## src/source/fma_defines.svh

```systemverilog
//////////////////////////////////////////////////
// binary16 field widths and fma datapath sizes
//////////////////////////////////////////////////
`ifndef FMA_DEFINES_SVH
`define FMA_DEFINES_SVH

// binary16 format
`define FMA_EXP_W   5
`define FMA_MAN_W   10
`define FMA_SIG_W   11   // mantissa plus hidden bit
`define FMA_WORD_W  16
`define FMA_BIAS    15

// internal datapath
`define FMA_PROD_W  22   // 11x11 significand product
`define FMA_SUM_W   36   // aligned addend, adder, guard and sticky room
`define FMA_REXP_W  8    // signed exponent before normalization

// decode, execute, result
`define FMA_LATENCY 3

`endif
```

## src/source/fma_pkg.sv

```systemverilog
//////////////////////////////////////////////////
// opcode and rounding mode types
//////////////////////////////////////////////////
package fma_pkg;

	// fnm forms negate the product
	// the sub forms negate z
	typedef enum logic [1:0] {
		fmadd  = 2'b00,
		fmsub  = 2'b01,
		fnmadd = 2'b10,
		fnmsub = 2'b11
	} fma_op_e;

	typedef enum logic {
		rne = 1'b0,    // nearest, ties to even
		rdn = 1'b1     // toward minus infinity
	} fma_rnd_e;

endpackage

```

## src/source/fma_top.sv

```systemverilog
//////////////////////////////////////////////////
// fma top level, decode -> execute -> result
//////////////////////////////////////////////////
`timescale 1ns/10ps
`include "fma_defines.svh"

module fma_top (
	input  logic                   clk,
	input  logic                   rst_n,
	input  logic                   in_valid,
	input  fma_pkg::fma_op_e       op,
	input  fma_pkg::fma_rnd_e      rnd,
	input  logic [`FMA_WORD_W-1:0] x,
	input  logic [`FMA_WORD_W-1:0] y,
	input  logic [`FMA_WORD_W-1:0] z,
	output logic                   out_valid,
	output logic [`FMA_WORD_W-1:0] w,
	output logic                   invalid
);
	import fma_pkg::*;

	// decode to execute
	logic                   d_valid;
	fma_rnd_e               d_rnd;
	logic                   xsign;
	logic                   ysign;
	logic                   zsign;
	logic [`FMA_EXP_W-1:0]  xexp;
	logic [`FMA_EXP_W-1:0]  yexp;
	logic [`FMA_EXP_W-1:0]  zexp;
	logic [`FMA_SIG_W-1:0]  xman;
	logic [`FMA_SIG_W-1:0]  yman;
	logic [`FMA_SIG_W-1:0]  zman;
	logic                   killprod;
	logic                   inf;
	logic                   zinf;
	logic                   nan;
	logic                   d_invalid;

	// execute to result
	logic                          e_valid;
	fma_rnd_e                      e_rnd;
	logic                          wsign;
	logic [`FMA_SUM_W-1:0]         sum;
	logic                          sumzero;
	logic signed [`FMA_REXP_W-1:0] rexp;
	logic                          sticky;
	logic                          e_inf;
	logic                          e_nan;
	logic                          e_invalid;

	// one register per stage
	if (`FMA_LATENCY != 3) begin : g_latency_check
		$error("FMA_LATENCY does not match the three stage pipeline");
	end

	fma_decode fma_decode_inst (
		.invalid (d_invalid),
		.*
	);

	fma_execute fma_execute_inst (
		.invalid (d_invalid),
		.*
	);

	fma_result fma_result_inst (.*);

endmodule

```

## src/source/fma_result.sv

```systemverilog
//////////////////////////////////////////////////
// result stage
// normalize, round, overflow and special value packing
//////////////////////////////////////////////////
`timescale 1ns/10ps
`include "fma_defines.svh"

module fma_result (
	input  logic                          clk,
	input  logic                          rst_n,
	input  logic                          e_valid,
	input  fma_pkg::fma_rnd_e             e_rnd,
	input  logic                          wsign,
	input  logic [`FMA_SUM_W-1:0]         sum,
	input  logic                          sumzero,
	input  logic signed [`FMA_REXP_W-1:0] rexp,
	input  logic                          sticky,
	input  logic                          e_inf,
	input  logic                          e_nan,
	input  logic                          e_invalid,
	output logic                          out_valid,
	output logic [`FMA_WORD_W-1:0]        w,
	output logic                          invalid
);
	import fma_pkg::*;

	localparam logic [`FMA_WORD_W-1:0] qnan    = 16'h7e00;
	localparam logic [`FMA_WORD_W-1:0] max_pos = 16'h7bff;   // largest finite
	localparam int                     exp_max = (1 << `FMA_EXP_W) - 1;

	logic [5:0]                    lz;       // leading zeros of sum
	logic [`FMA_SUM_W-1:0]         norm;
	logic signed [`FMA_REXP_W-1:0] exp_n;
	logic signed [`FMA_REXP_W-1:0] exp_r;
	logic                          lsb;
	logic                          guard;
	logic                          rest;
	logic                          inc;
	logic [`FMA_SIG_W:0]           mant_r;   // carry out on top
	logic [`FMA_WORD_W-1:0]        w_c;

	// highest set bit wins
	always_comb begin
		lz = '0;
		for (int i = 0; i < `FMA_SUM_W; i++)
			if (sum[i])
				lz = 6'(`FMA_SUM_W - 1 - i);
	end

	assign norm  = sum << lz;   // leading one at the msb
	assign exp_n = rexp + `FMA_REXP_W'(2) - `FMA_REXP_W'(lz);   // frame ref sits 2 below msb

	//////////////////////////////////////////////////
	// rounding
	//////////////////////////////////////////////////
	assign lsb   = norm[`FMA_SUM_W-`FMA_SIG_W];
	assign guard = norm[`FMA_SUM_W-`FMA_SIG_W-1];
	assign rest  = (|norm[`FMA_SUM_W-`FMA_SIG_W-2:0]) | sticky;

	// rdn bumps the magnitude only for negative inexact values
	assign inc = (e_rnd == rne) ? guard & (rest | lsb) : wsign & (guard | rest);

	assign mant_r = {1'b0, norm[`FMA_SUM_W-1 -: `FMA_SIG_W]} + (`FMA_SIG_W+1)'(inc);
	assign exp_r  = exp_n + `FMA_REXP_W'(mant_r[`FMA_SIG_W]);   // 1.11..1 rounds to 10.0

	always_comb begin
		if (e_nan || e_invalid)
			w_c = qnan;
		else if (e_inf)
			w_c = {wsign, {`FMA_EXP_W{1'b1}}, {`FMA_MAN_W{1'b0}}};
		else if (sumzero || exp_r <= 0)
			w_c = {wsign, {(`FMA_WORD_W-1){1'b0}}};   // exact zero or flushed underflow
		else if (exp_r >= exp_max) begin
			if (e_rnd == rdn && !wsign)
				w_c = max_pos;
			else
				w_c = {wsign, {`FMA_EXP_W{1'b1}}, {`FMA_MAN_W{1'b0}}};
		end else
			w_c = {wsign, exp_r[`FMA_EXP_W-1:0], mant_r[`FMA_MAN_W-1:0]};
	end

	always_ff @(posedge clk) begin
		if (!rst_n) begin
			out_valid <= 1'b0;
			invalid   <= 1'b0;
		end else begin
			out_valid <= e_valid;
			invalid   <= e_valid & e_invalid;   // pulses with its result only
		end
	end

	always_ff @(posedge clk) begin
		w <= w_c;
	end

endmodule

```

## src/source/fma_execute.sv

```systemverilog
//////////////////////////////////////////////////
// execute stage
// significand multiply, addend align, compound adder, sign unit
//////////////////////////////////////////////////
`timescale 1ns/10ps
`include "fma_defines.svh"

module fma_execute (
	input  logic                          clk,
	input  logic                          rst_n,
	input  logic                          d_valid,
	input  fma_pkg::fma_rnd_e             d_rnd,
	input  logic                          xsign,
	input  logic                          ysign,
	input  logic                          zsign,
	input  logic [`FMA_EXP_W-1:0]         xexp,
	input  logic [`FMA_EXP_W-1:0]         yexp,
	input  logic [`FMA_EXP_W-1:0]         zexp,
	input  logic [`FMA_SIG_W-1:0]         xman,
	input  logic [`FMA_SIG_W-1:0]         yman,
	input  logic [`FMA_SIG_W-1:0]         zman,
	input  logic                          killprod,
	input  logic                          inf,
	input  logic                          zinf,
	input  logic                          nan,
	input  logic                          invalid,
	output logic                          e_valid,
	output fma_pkg::fma_rnd_e             e_rnd,
	output logic                          wsign,
	output logic [`FMA_SUM_W-1:0]         sum,       // magnitude
	output logic                          sumzero,
	output logic signed [`FMA_REXP_W-1:0] rexp,      // biased exp of frame bit z_top
	output logic                          sticky,
	output logic                          e_inf,
	output logic                          e_nan,
	output logic                          e_invalid
);
	localparam int z_top     = `FMA_SUM_W - 3;    // z hidden bit, two bits of headroom
	localparam int p_point   = `FMA_PROD_W - 1;   // product binary point in the frame
	localparam int align_off = z_top - p_point;

	logic [`FMA_PROD_W-1:0]        prod;
	logic signed [`FMA_REXP_W-1:0] pexp;
	logic signed [`FMA_REXP_W-1:0] amt_raw;
	logic signed [`FMA_REXP_W-1:0] rexp_c;
	logic                          zdom;      // z alone sets the frame
	logic [6:0]                    shamt;
	logic [`FMA_SUM_W-1:0]         zfield;
	logic [`FMA_SUM_W-1:0]         zal;
	logic [`FMA_SUM_W-1:0]         zlost;
	logic [`FMA_SUM_W-1:0]         zadd;
	logic [`FMA_SUM_W-1:0]         zop;
	logic [`FMA_SUM_W-1:0]         pfield;
	logic [`FMA_SUM_W-1:0]         sum0;
	logic [`FMA_SUM_W-1:0]         sum1;
	logic [`FMA_SUM_W-1:0]         sel;
	logic [`FMA_SUM_W-1:0]         mag;
	logic                          zsticky;
	logic                          psticky;
	logic                          invz;
	logic                          negsum;
	logic                          selsum1;
	logic                          sumzero_c;
	logic                          wsign_c;

	//////////////////////////////////////////////////
	// product and alignment
	//////////////////////////////////////////////////
	assign prod    = xman * yman;
	assign pexp    = `FMA_REXP_W'(xexp) + `FMA_REXP_W'(yexp) - `FMA_REXP_W'(`FMA_BIAS);
	assign amt_raw = pexp + `FMA_REXP_W'(align_off) - `FMA_REXP_W'(zexp);
	assign zdom    = killprod || (amt_raw < 0);   // product far below z
	assign rexp_c  = zdom ? `FMA_REXP_W'(zexp) : pexp + `FMA_REXP_W'(align_off);

	always_comb begin
		if (zdom)
			shamt = '0;
		else if (amt_raw > `FMA_SUM_W)
			shamt = 7'(`FMA_SUM_W);   // everything lands in sticky
		else
			shamt = amt_raw[6:0];
	end

	assign zfield = {2'b00, zman, {(`FMA_SUM_W-`FMA_SIG_W-2){1'b0}}};
	assign {zal, zlost} = {zfield, {`FMA_SUM_W{1'b0}}} >> shamt;
	assign zsticky = |zlost;
	assign zadd    = {zal[`FMA_SUM_W-1:1], zal[0] | zsticky};   // jam lost bits into lsb

	// a product below z only counts as a jammed lsb
	assign psticky = ~killprod & (amt_raw < 0);
	assign pfield  = killprod ? '0
		: psticky ? `FMA_SUM_W'(1)
		: {{(`FMA_SUM_W-`FMA_PROD_W-1){1'b0}}, prod, 1'b0};

	//////////////////////////////////////////////////
	// compound adder
	//////////////////////////////////////////////////
	assign zop  = invz ? ~zadd : zadd;
	assign sum0 = pfield + zop;
	assign sum1 = sum0 + 1'b1;   // two's complement finish for p-z

	assign sumzero_c = invz ? (sum1 == '0) : (sum0 == '0);
	assign sel       = selsum1 ? sum1 : sum0;
	assign mag       = negsum ? ~sel : sel;

	fma_sign sign_inst (
		.xsign    (xsign),
		.ysign    (ysign),
		.zsign    (zsign),
		.negsum0  (sum0[`FMA_SUM_W-1]),
		.negsum1  (sum1[`FMA_SUM_W-1]),
		.killprod (killprod),
		.rm       (d_rnd),
		.sumzero  (sumzero_c),
		.invalid  (invalid),
		.zinf     (zinf),
		.inf      (inf),
		.psign    (),
		.invz     (invz),
		.negsum   (negsum),
		.selsum1  (selsum1),
		.wsign    (wsign_c)
	);

	always_ff @(posedge clk) begin
		if (!rst_n) begin
			e_valid   <= 1'b0;
			e_inf     <= 1'b0;
			e_nan     <= 1'b0;
			e_invalid <= 1'b0;
		end else begin
			e_valid   <= d_valid;
			e_inf     <= inf;
			e_nan     <= nan;
			e_invalid <= invalid;
		end
	end

	always_ff @(posedge clk) begin
		e_rnd   <= d_rnd;
		wsign   <= wsign_c;
		sum     <= mag;
		sumzero <= sumzero_c;
		rexp    <= rexp_c;
		sticky  <= zsticky | psticky;
	end

endmodule

```

## src/source/fma_sign.sv

```systemverilog
//////////////////////////////////////////////////
// sign unit
// addend inversion, adder output select and negate, result sign
//////////////////////////////////////////////////
`timescale 1ns/10ps

module fma_sign (
	input  logic              xsign,     // effective x sign
	input  logic              ysign,
	input  logic              zsign,     // effective z sign
	input  logic              negsum0,   // sum is negative
	input  logic              negsum1,   // sum+1 is negative
	input  logic              killprod,  // product is zero
	input  fma_pkg::fma_rnd_e rm,
	input  logic              sumzero,   // exact zero sum
	input  logic              invalid,
	input  logic              zinf,
	input  logic              inf,       // some operand infinite
	output logic              psign,
	output logic              invz,      // invert z into the adder
	output logic              negsum,    // negate the selected sum
	output logic              selsum1,   // take sum+1 from the compound adder
	output logic              wsign
);
	import fma_pkg::*;

	logic zerosign;   // sign of an exact zero
	logic infsign;    // sign of an infinite result

	assign psign = xsign ^ ysign;
	assign invz  = zsign ^ psign;   // effective subtraction

	// subtraction: p-z is sum+1 when positive, ~sum when negative
	assign selsum1 = invz & ~negsum1;
	assign negsum  = selsum1 ? negsum1 : negsum0;

	// x+x keeps its sign at zero, x-x gives +0 except in rdn
	assign zerosign = (~invz & killprod) ? zsign : (rm == rdn);
	assign infsign  = zinf ? zsign : psign;

	always_comb begin
		if (invalid)
			wsign = 1'b0;             // canonical nan
		else if (inf)
			wsign = infsign;
		else if (sumzero)
			wsign = zerosign;
		else
			wsign = psign ^ negsum;   // flips when |z| wins the subtraction
	end

endmodule

```

## src/source/fma_decode.sv

```systemverilog
//////////////////////////////////////////////////
// decode stage
// operand unpack, special value classes, opcode sign flips
//////////////////////////////////////////////////
`timescale 1ns/10ps
`include "fma_defines.svh"

module fma_decode (
	input  logic                    clk,
	input  logic                    rst_n,
	input  logic                    in_valid,
	input  fma_pkg::fma_op_e        op,
	input  fma_pkg::fma_rnd_e       rnd,
	input  logic [`FMA_WORD_W-1:0]  x,
	input  logic [`FMA_WORD_W-1:0]  y,
	input  logic [`FMA_WORD_W-1:0]  z,
	output logic                    d_valid,
	output fma_pkg::fma_rnd_e       d_rnd,
	output logic                    xsign,
	output logic                    ysign,
	output logic                    zsign,
	output logic [`FMA_EXP_W-1:0]   xexp,
	output logic [`FMA_EXP_W-1:0]   yexp,
	output logic [`FMA_EXP_W-1:0]   zexp,
	output logic [`FMA_SIG_W-1:0]   xman,
	output logic [`FMA_SIG_W-1:0]   yman,
	output logic [`FMA_SIG_W-1:0]   zman,
	output logic                    killprod,
	output logic                    inf,
	output logic                    zinf,
	output logic                    nan,
	output logic                    invalid
);
	import fma_pkg::*;

	logic xs_eff;      // x sign after fnm flip
	logic zs_eff;      // z sign after sub flip
	logic pzero;
	logic pinf;
	logic any_nan;
	logic inv_c;

	function automatic logic [`FMA_EXP_W-1:0] exp_of(input logic [`FMA_WORD_W-1:0] v);
		return v[`FMA_WORD_W-2 -: `FMA_EXP_W];
	endfunction

	// hidden bit restored for normals, subnormals flush to zero
	function automatic logic [`FMA_SIG_W-1:0] sig_of(input logic [`FMA_WORD_W-1:0] v);
		return (exp_of(v) == '0) ? '0 : {1'b1, v[`FMA_MAN_W-1:0]};
	endfunction

	function automatic logic is_nan(input logic [`FMA_WORD_W-1:0] v);
		return (&exp_of(v)) && (|v[`FMA_MAN_W-1:0]);
	endfunction

	function automatic logic is_inf(input logic [`FMA_WORD_W-1:0] v);
		return (&exp_of(v)) && (v[`FMA_MAN_W-1:0] == '0);
	endfunction

	assign xs_eff  = x[`FMA_WORD_W-1] ^ (op == fnmadd || op == fnmsub);
	assign zs_eff  = z[`FMA_WORD_W-1] ^ (op == fmsub || op == fnmsub);
	assign pzero   = (exp_of(x) == '0) || (exp_of(y) == '0);   // zero or flushed subnormal
	assign pinf    = is_inf(x) | is_inf(y);
	assign any_nan = is_nan(x) | is_nan(y) | is_nan(z);

	// any nan, inf*0, or inf-inf once the effective signs are known
	assign inv_c = any_nan | (pinf & pzero)
		| (pinf & ~pzero & is_inf(z) & (xs_eff ^ y[`FMA_WORD_W-1] ^ zs_eff));

	always_ff @(posedge clk) begin
		if (!rst_n) begin
			d_valid  <= 1'b0;
			killprod <= 1'b0;
			inf      <= 1'b0;
			zinf     <= 1'b0;
			nan      <= 1'b0;
			invalid  <= 1'b0;
		end else begin
			d_valid  <= in_valid;
			killprod <= pzero;
			inf      <= pinf | is_inf(z);
			zinf     <= is_inf(z);
			nan      <= any_nan;
			invalid  <= inv_c;
		end
	end

	// operand payload
	always_ff @(posedge clk) begin
		d_rnd <= rnd;
		xsign <= xs_eff;
		ysign <= y[`FMA_WORD_W-1];
		zsign <= zs_eff;
		xexp  <= exp_of(x);
		yexp  <= exp_of(y);
		zexp  <= exp_of(z);
		xman  <= sig_of(x);
		yman  <= sig_of(y);
		zman  <= sig_of(z);
	end

endmodule

```

## config.mk

```make
export PLATFORM = sky130hd
export DESIGN_NAME = fma_top
export DESIGN_NICKNAME = d
export VERILOG_FILES = /design/src/source/fma_pkg.sv /design/src/source/fma_top.sv /design/src/source/fma_result.sv /design/src/source/fma_execute.sv /design/src/source/fma_sign.sv /design/src/source/fma_decode.sv
export VERILOG_INCLUDE_DIRS = /design/src /design/src/source
export SDC_FILE = /design/constraint.sdc
export NUM_CORES = 1
export LEC_CHECK = 0
export BUFFER_PORTS_ARGS = -buffer_cell sky130_fd_sc_hd__buf_2
export CAP_MARGIN = 20
export CORE_MARGIN = 2
export CORE_UTILIZATION = 69
export DETAILED_ROUTE_END_ITERATION = 12
export HOLD_SLACK_MARGIN = 0.03
export PLACE_DENSITY = 0.88
export SETUP_SLACK_MARGIN = 0.5
export SLEW_MARGIN = 25
export SYNTH_ARGS = -nofsm -noshare
export SYNTH_HDL_FRONTEND = slang
export SYNTH_SLANG_ARGS = --single-unit
```

## constraint.sdc

```tcl
create_clock -name clk -period 31.5 [get_ports clk]
set_input_delay 0 -clock clk [delete_from_list [all_inputs] [get_ports clk]]
set_output_delay 0 -clock clk [all_outputs]
set_load 0.02 [all_outputs]
```

; ---- Yosys cells after proc, flatten, opt, wreduce, memory -nomap -nowiden
; Index checks and enable logic that the tools add are counted.
[totals]
elab_cells = 179
output_inout_bits = 18
input_bits = 54
regBits = 128
[op_classes]
addsub = 10
shift = 2
eq_ne = 3
muxes = 58
order_cmp = 4
reduce_logical = 32
bitwise = 34
multipliers = 1
[op_table]
columns = operator, count
row1 = 2-to-1 mux 6 bit, 36
row2 = 2-to-1 mux 36 bit, 4
row3 = zero test 36 bit, 2
row4 = NOT 36 bit, 2
row5 = >> shifter 70 x 7 -> 72 bit, 1
row6 = 2-to-1 mux 16 bit, 4
row7 = "adder 36 x 1 -> 36 bit, second input constant", 1
row8 = adder 36 bit, 1
row9 = OR reduction 36 bit, 1
row10 = << shifter 36 x 6 -> 36 bit, 1
row11 = 2-to-1 mux 11 bit, 3
row12 = zero test 10 bit, 3
row13 = OR reduction 10 bit, 3
row14 = OR reduction 24 bit, 1
row15 = 2-to-1 mux 23 bit, 1
row16 = multiplier 11 x 11 -> 22 bit, 1
row17 = zero test 5 bit, 3
row18 = AND reduction 5 bit, 3
row19 = 2-to-1 mux 7 bit, 2
row20 = adder 11 x 1 -> 12 bit, 1
row21 = bitwise OR 1 bit, 11
row22 = bitwise AND 1 bit, 10
row23 = adder 8 x 1 -> 8 bit, 1
row24 = "adder 8 x 2 -> 8 bit, second input constant", 1
row25 = other kinds (20), 47

; ---- Longest topological paths before layout
[depth]
depth_word = 48
depth_mapped = 50
mapped_depth_nobuf = 48

; ---- Cells and area by module
; Synthesis repeated with hierarchy kept, for this count alone.
[hier_totals]
hier_cells = 2066
area_unflattened_um2 = 16324.4
[by_module_without_submodules]
columns = mod, area_each_um2, seq_area_each_um2, n_inst, cells_each
row1 = fma_execute, 10694.0, 1041.0, 1, 1360
row2 = fma_result, 3872.5, 360.3, 1, 553
row3 = fma_decode, 1640.3, 1161.1, 1, 137
row4 = fma_sign, 117.6, 0.0, 1, 16

; ---- Worst setup path before layout
; OpenSTA, ideal clock, no wires.
[synth_path]
kind = reg-to-reg
from = register fma_decode_inst.yexp[0]
to = register fma_execute_inst.wsign
period_less_slack_ns = 10.270
setup_time_ns = 0.062
slack_ns = 21.230
path_stages_with_launch = 47
arrival_time_ns = 10.209
required_time_ns = 31.438
path_buffers = 2
path_cell_list = dfxtp_1 > ha_1 > fa_1 > xor2_1 > a21oi_2 > xor2_1 > ha_1 > o21a_1 > o31ai_1 > a21o_2 > o21ai_0 > nand3_1 > buf_2 > buf_2 > nor3_1 > mux2i_1 > a211oi_1 > a41oi_1 > [... 11 more ...] > a21o_1 > a211o_1 > a311oi_1 > o31ai_1 > a21oi_1 > o21ai_0 > a211o_1 > o21a_1 > a41oi_1 > a31oi_1 > xnor2_2 > or3b_4 > or4_4 > nor2_4 > o21ai_1 > a31o_2 > or4_1 > nand3_1
[synth_via]
word_cells_on_any_way = 28
cone_classes = 6 x add/sub / 2 x order compare / 1 x shift / 9 x mux / 6 x bitwise / 4 x reduce/logical
[synth_lines]
columns = element, line_no
row1 = "start, declared", fma_decode.sv:23  ; output logic [`FMA_EXP_W-1:0] yexp,
row2 = "start signal, assigned", fma_decode.sv:95  ; yexp <= exp_of(y);
row3 = adder 5 x 5 -> 6 bit (no line) (*), -
row4 = subtractor 8 x 4 -> 8 bit (no line) (*), -
row5 = adder 8 x 4 -> 8 bit (*), fma_execute.sv:71  ; assign amt_raw = pexp + `FMA_REXP_W'(align_off) - `FMA_REXP_W'(zexp);
row6 = subtractor 8 x 5 -> 8 bit (*), fma_execute.sv:71
row7 = greater-than comparator 8 x 7 -> 1 bit (no line) or less-than comparator 8 x 1 -> 1 bit (tied branches), -
row8 = 2-to-1 mux 7 bit or logical OR 1 bit (tied branches), "fma_execute.sv:78, fma_execute.sv:72"
row9 = 2-to-1 mux 7 bit, fma_execute.sv:76  ; if (zdom)
row10 = >> shifter 70 x 7 -> 72 bit, fma_execute.sv:85  ; assign {zal, zlost} = {zfield, {`FMA_SUM_W{1'b0}}} >> shamt;
row11 = [... 3 more ...], -
row12 = 2-to-1 mux 36 bit, fma_execute.sv:98  ; assign zop = invz ? ~zadd : zadd;
row13 = adder 36 bit (*), fma_execute.sv:99  ; assign sum0 = pfield + zop;
row14 = adder 36 x 1 -> 36 bit, fma_execute.sv:100  ; assign sum1 = sum0 + 1'b1;
row15 = zero test 36 bit, fma_execute.sv:102  ; assign sumzero_c = invz ? (sum1 == '0) : (sum0 == '0);
row16 = 2-to-1 mux 1 bit (*), fma_execute.sv:102
row17 = via fma_execute_inst.sign_inst.sumzero, fma_sign.sv:15  ; input logic sumzero,
row18 = 2-to-1 mux 1 bit (*), fma_sign.sv:46  ; else if (sumzero)
row19 = 2-to-1 mux 1 bit (*), fma_sign.sv:44  ; else if (inf)
row20 = "end signal, assigned", fma_execute.sv:141  ; wsign <= wsign_c;
row21 = "end, declared", fma_execute.sv:29  ; output logic wsign,
; The timed path passes the listed nets; every way through them passes the cells marked *.
; A chain may end at the register's enable or synchronous reset.

; ---- Worst setup path after layout
; Same ends and word-level chain as after synthesis.

==> results_dict.tcl <==
set metrics [dict create \
    run_status "completed" \
    core_um2 21700 \
    dp_hpwl_um 33000 \
    clock_skew_ps 19.3 \
    crit_start "fma_decode_inst.yexp[0]$_DFF_P_" \
    rows 54 \
    synth_nets 2199 \
    synthTopCellsByCount "nand2_1, inv_1, nor2_1" \
    antenna_cells 0 \
    cts_hold_buf 54 \
    dieHeight_um 152 \
    ys_top_cells_by_area "dfxtp_1, fa_1, ha_1, xnor2_1, nand2_1" \
    place.port_buffers 71 \
    place.gp.congestion 0.994 \
    avgRoutedWirePerCell_um 19.5 \
    areaGrowthSynthToFinish_pct 10.5 \
    drcViolationCount 0 \
    crit_slowest_cell "o221ai_1" \
    syn_area_per_cell_um2 7.80 \
    ant_nets 0 \
    synth_most_common_cell "nand2_1" \
    ys_types 100 \
    grt_first_pass_wirelength_um 72400 \
    whs_ps 148 \
    rsz0062_at_grt "false" \
    num_vias 14800 \
    fin_crit_sh_pct 37.1 \
    min_path_type "in2reg" \
    critPathMaxFanout 20 \
    max_freq_mhz 85.5 \
    avgViaCountPerCell 6.44 \
    htreeDepth 4 \
    hold_depth 5 \
    cts_made_buffers 17 \
    timing.rr.end "fma_execute_inst.wsign$_SDFF_PP0_" \
    cts_sinks 127 \
    critPathCapture "fma_execute_inst.wsign$_SDFF_PP0_" \
    synth_edf_count 0 \
    drt_first_pass_iters 5 \
    worst_ep_required_time_ps 31870 \
    cts-root-buf "clkbuf_16" \
    yosysTopAreaCell "dfxtp_1" \
    maxCapViolCount 0 \
    cts_setup_buffers 0 \
    drt-total-wl_um 45000 \
    cts.clk_slew.worst_paths_ps 70 \
    max_stage_delay_ps 970 \
    grt_usage_pct 37.9 \
    finalSetupTns_ps 0 \
    cts_buffer_depth 2 \
    die_w_um 152 \
    first_global_vias 14300 \
    crit_arrival_ps 12070 \
    io_pins 72 \
    crit_path_end_kind "flip-flop" \
    finalHoldViolCount 0 \
    layout-drive-gt1-share_pct 8.98 \
    crit_type "reg2reg" \
    dieArea_um2 23200 \
    fin_nets 2265 \
    reg2regPathDepth 36 \
    syn_inst 1948 \
    finalCriticalPeriod_ps 11700 \
    synthArstFlopShare_pct 0 \
    overflow 0 \
    setup-violations-final 0 \
    initial_utilization_pct 70.1 \
    antenna_found_initial 0 \
    tightestPinTransition_ps 965 \
    r2r_setup_slack_ps 19800 \
    nFillCells 1574 \
    regArea_um2 2540 \
    synth_area_um2 15200 \
    cts_tree "built" \
    ys_seq_area_share_pct 16.7 \
    post_cts_resized 0 \
    synth_seq_cells 127 \
    multi_input_area_um2 11800 \
    synthFlopType "dfxtp_1" \
    dr.first_iter.drc_count 1644 \
    clk_latency_ps 440 \
    yosysWarnings 0 \
    synth_top_area_share_pct 16.7 \
    worstSetupStartpointType "flip-flop" \
    grt_max_degree 42 \
    slew_headroom_pct 35.7 \
    drv_slew 0 \
    r2r-start "fma_decode_inst.yexp[0]$_DFF_P_" \
]
==> registers in the layout, summed over array words and instances, names as in the netlist, 5 cells and up <==
register / count
fma_decode_inst.xexp: 5
fma_decode_inst.xman: 11
fma_decode_inst.yexp: 5
fma_decode_inst.yman: 11
fma_decode_inst.zexp: 5
fma_decode_inst.zman: 11
fma_execute_inst.rexp: 8
fma_execute_inst.sum: 35
fma_result_inst.w: 16
==> worst min-delay path by stage <==
stage,slack [ps],start,to
after floorplan,30,rnd,fma_decode_inst.d_rnd$_DFF_P_
after global placement,100,rnd,fma_decode_inst.d_rnd$_DFF_P_
after detailed placement,110,rnd,fma_decode_inst.d_rnd$_DFF_P_
after CTS,130,op[1],fma_decode_inst.invalid$_SDFF_PN0_
after global routing,210,op[1],fma_decode_inst.invalid$_SDFF_PN0_
final,150,op[1],fma_decode_inst.invalid$_SDFF_PN0_
==> layout make-up <==
type	instances	area share, %
Tap cell	280	2.09
Inverter	159	3.55
Sequential cell	127	15.1
Timing Repair Buffer	136	5.82
Clock inverter	13	0.812
Clock buffer	18	2.61
Multi-Input combinational cell	1573	70.0
==> layout by cell type, fill, tap and decap left out, types with 11 or more instances in the layout <==
cell           synthesis  final
a211oi_1              23     23
a21o_1                18     18
a21oi_1              103    102
a31oi_1               29     28
and2_1                64     64
and3_1                24     24
buf_2                  8     71
buf_4                  0     11
clkbuf_16              0     17
dfxtp_1              127    127
dlygate4sd3_1          0     54
fa_1                  84     84
ha_1                 113    113
inv_1                159    159
mux2_2                13     13
mux2i_1               61     61
nand2_1              223    223
nand2b_1              11     11
nand3_1               46     46
nand4_1               12     12
nor2_1               146    146
nor2b_1               40     40
nor3_1                54     53
nor4_1                27     27
o211ai_1              14     14
o21a_1                16     16
o21ai_0               88     88
o21bai_1              23     23
o22ai_1               19     19
o31ai_1               15     15
or3_1                 11     11
xnor2_1              114    114
xor2_1                37     35
==> stage by stage <==
stage	worst slack [ps]	util, %	area, µm²	cells
global route	19230	77.5	16800	2306
global placement	20390	72.2	15700	2221
CTS	19980	77.3	16800	2306
finish	19800	77.5	16800	2306
detailed placement	20080	72.2	15700	2221
floorplan	21230	-	15200	1948
==> critical path: cells and delay by family (launching register included) <==
kind / cells / cell delay [ps]
AO/OA/AOI/OAI: 18 / 5140
AND/OR/NAND/NOR: 9 / 3080
adder cells (fa/ha/maj): 6 / 2470
XOR/XNOR: 2 / 330
flip-flops: 1 / 300
multiplexers: 1 / 280
==> cells by family (layout without fill, tap and decap cells) <==
family / after synthesis / in the layout / synth area share (%)
xor+xnor: 154 / 154 / 9.06
buf+inv: 248 / 326 / 6.34
simple gates: 702 / 702 / 22.6
flops: 127 / 127 / 16.7
other cells: 1 / 1 / 0.0247
mux: 77 / 77 / 5.38
compound gates: 441 / 441 / 19.4
fa+ha+maj: 198 / 198 / 20.4
==> metal layers <==
metal  up-vias  part of all wire (%)  global-route usage [%]
met5         -                     0                       0
met4         0                   3.6                    14.2
met3       136                   9.5                    8.05
met2       814                    47                    63.7
met1      6967                    40                    48.2
li1       6926                     -                       -
Power is left out: the tool's default activity adds up to more than one toggle a clock period on the data nets, which glitch-free logic cannot reach.
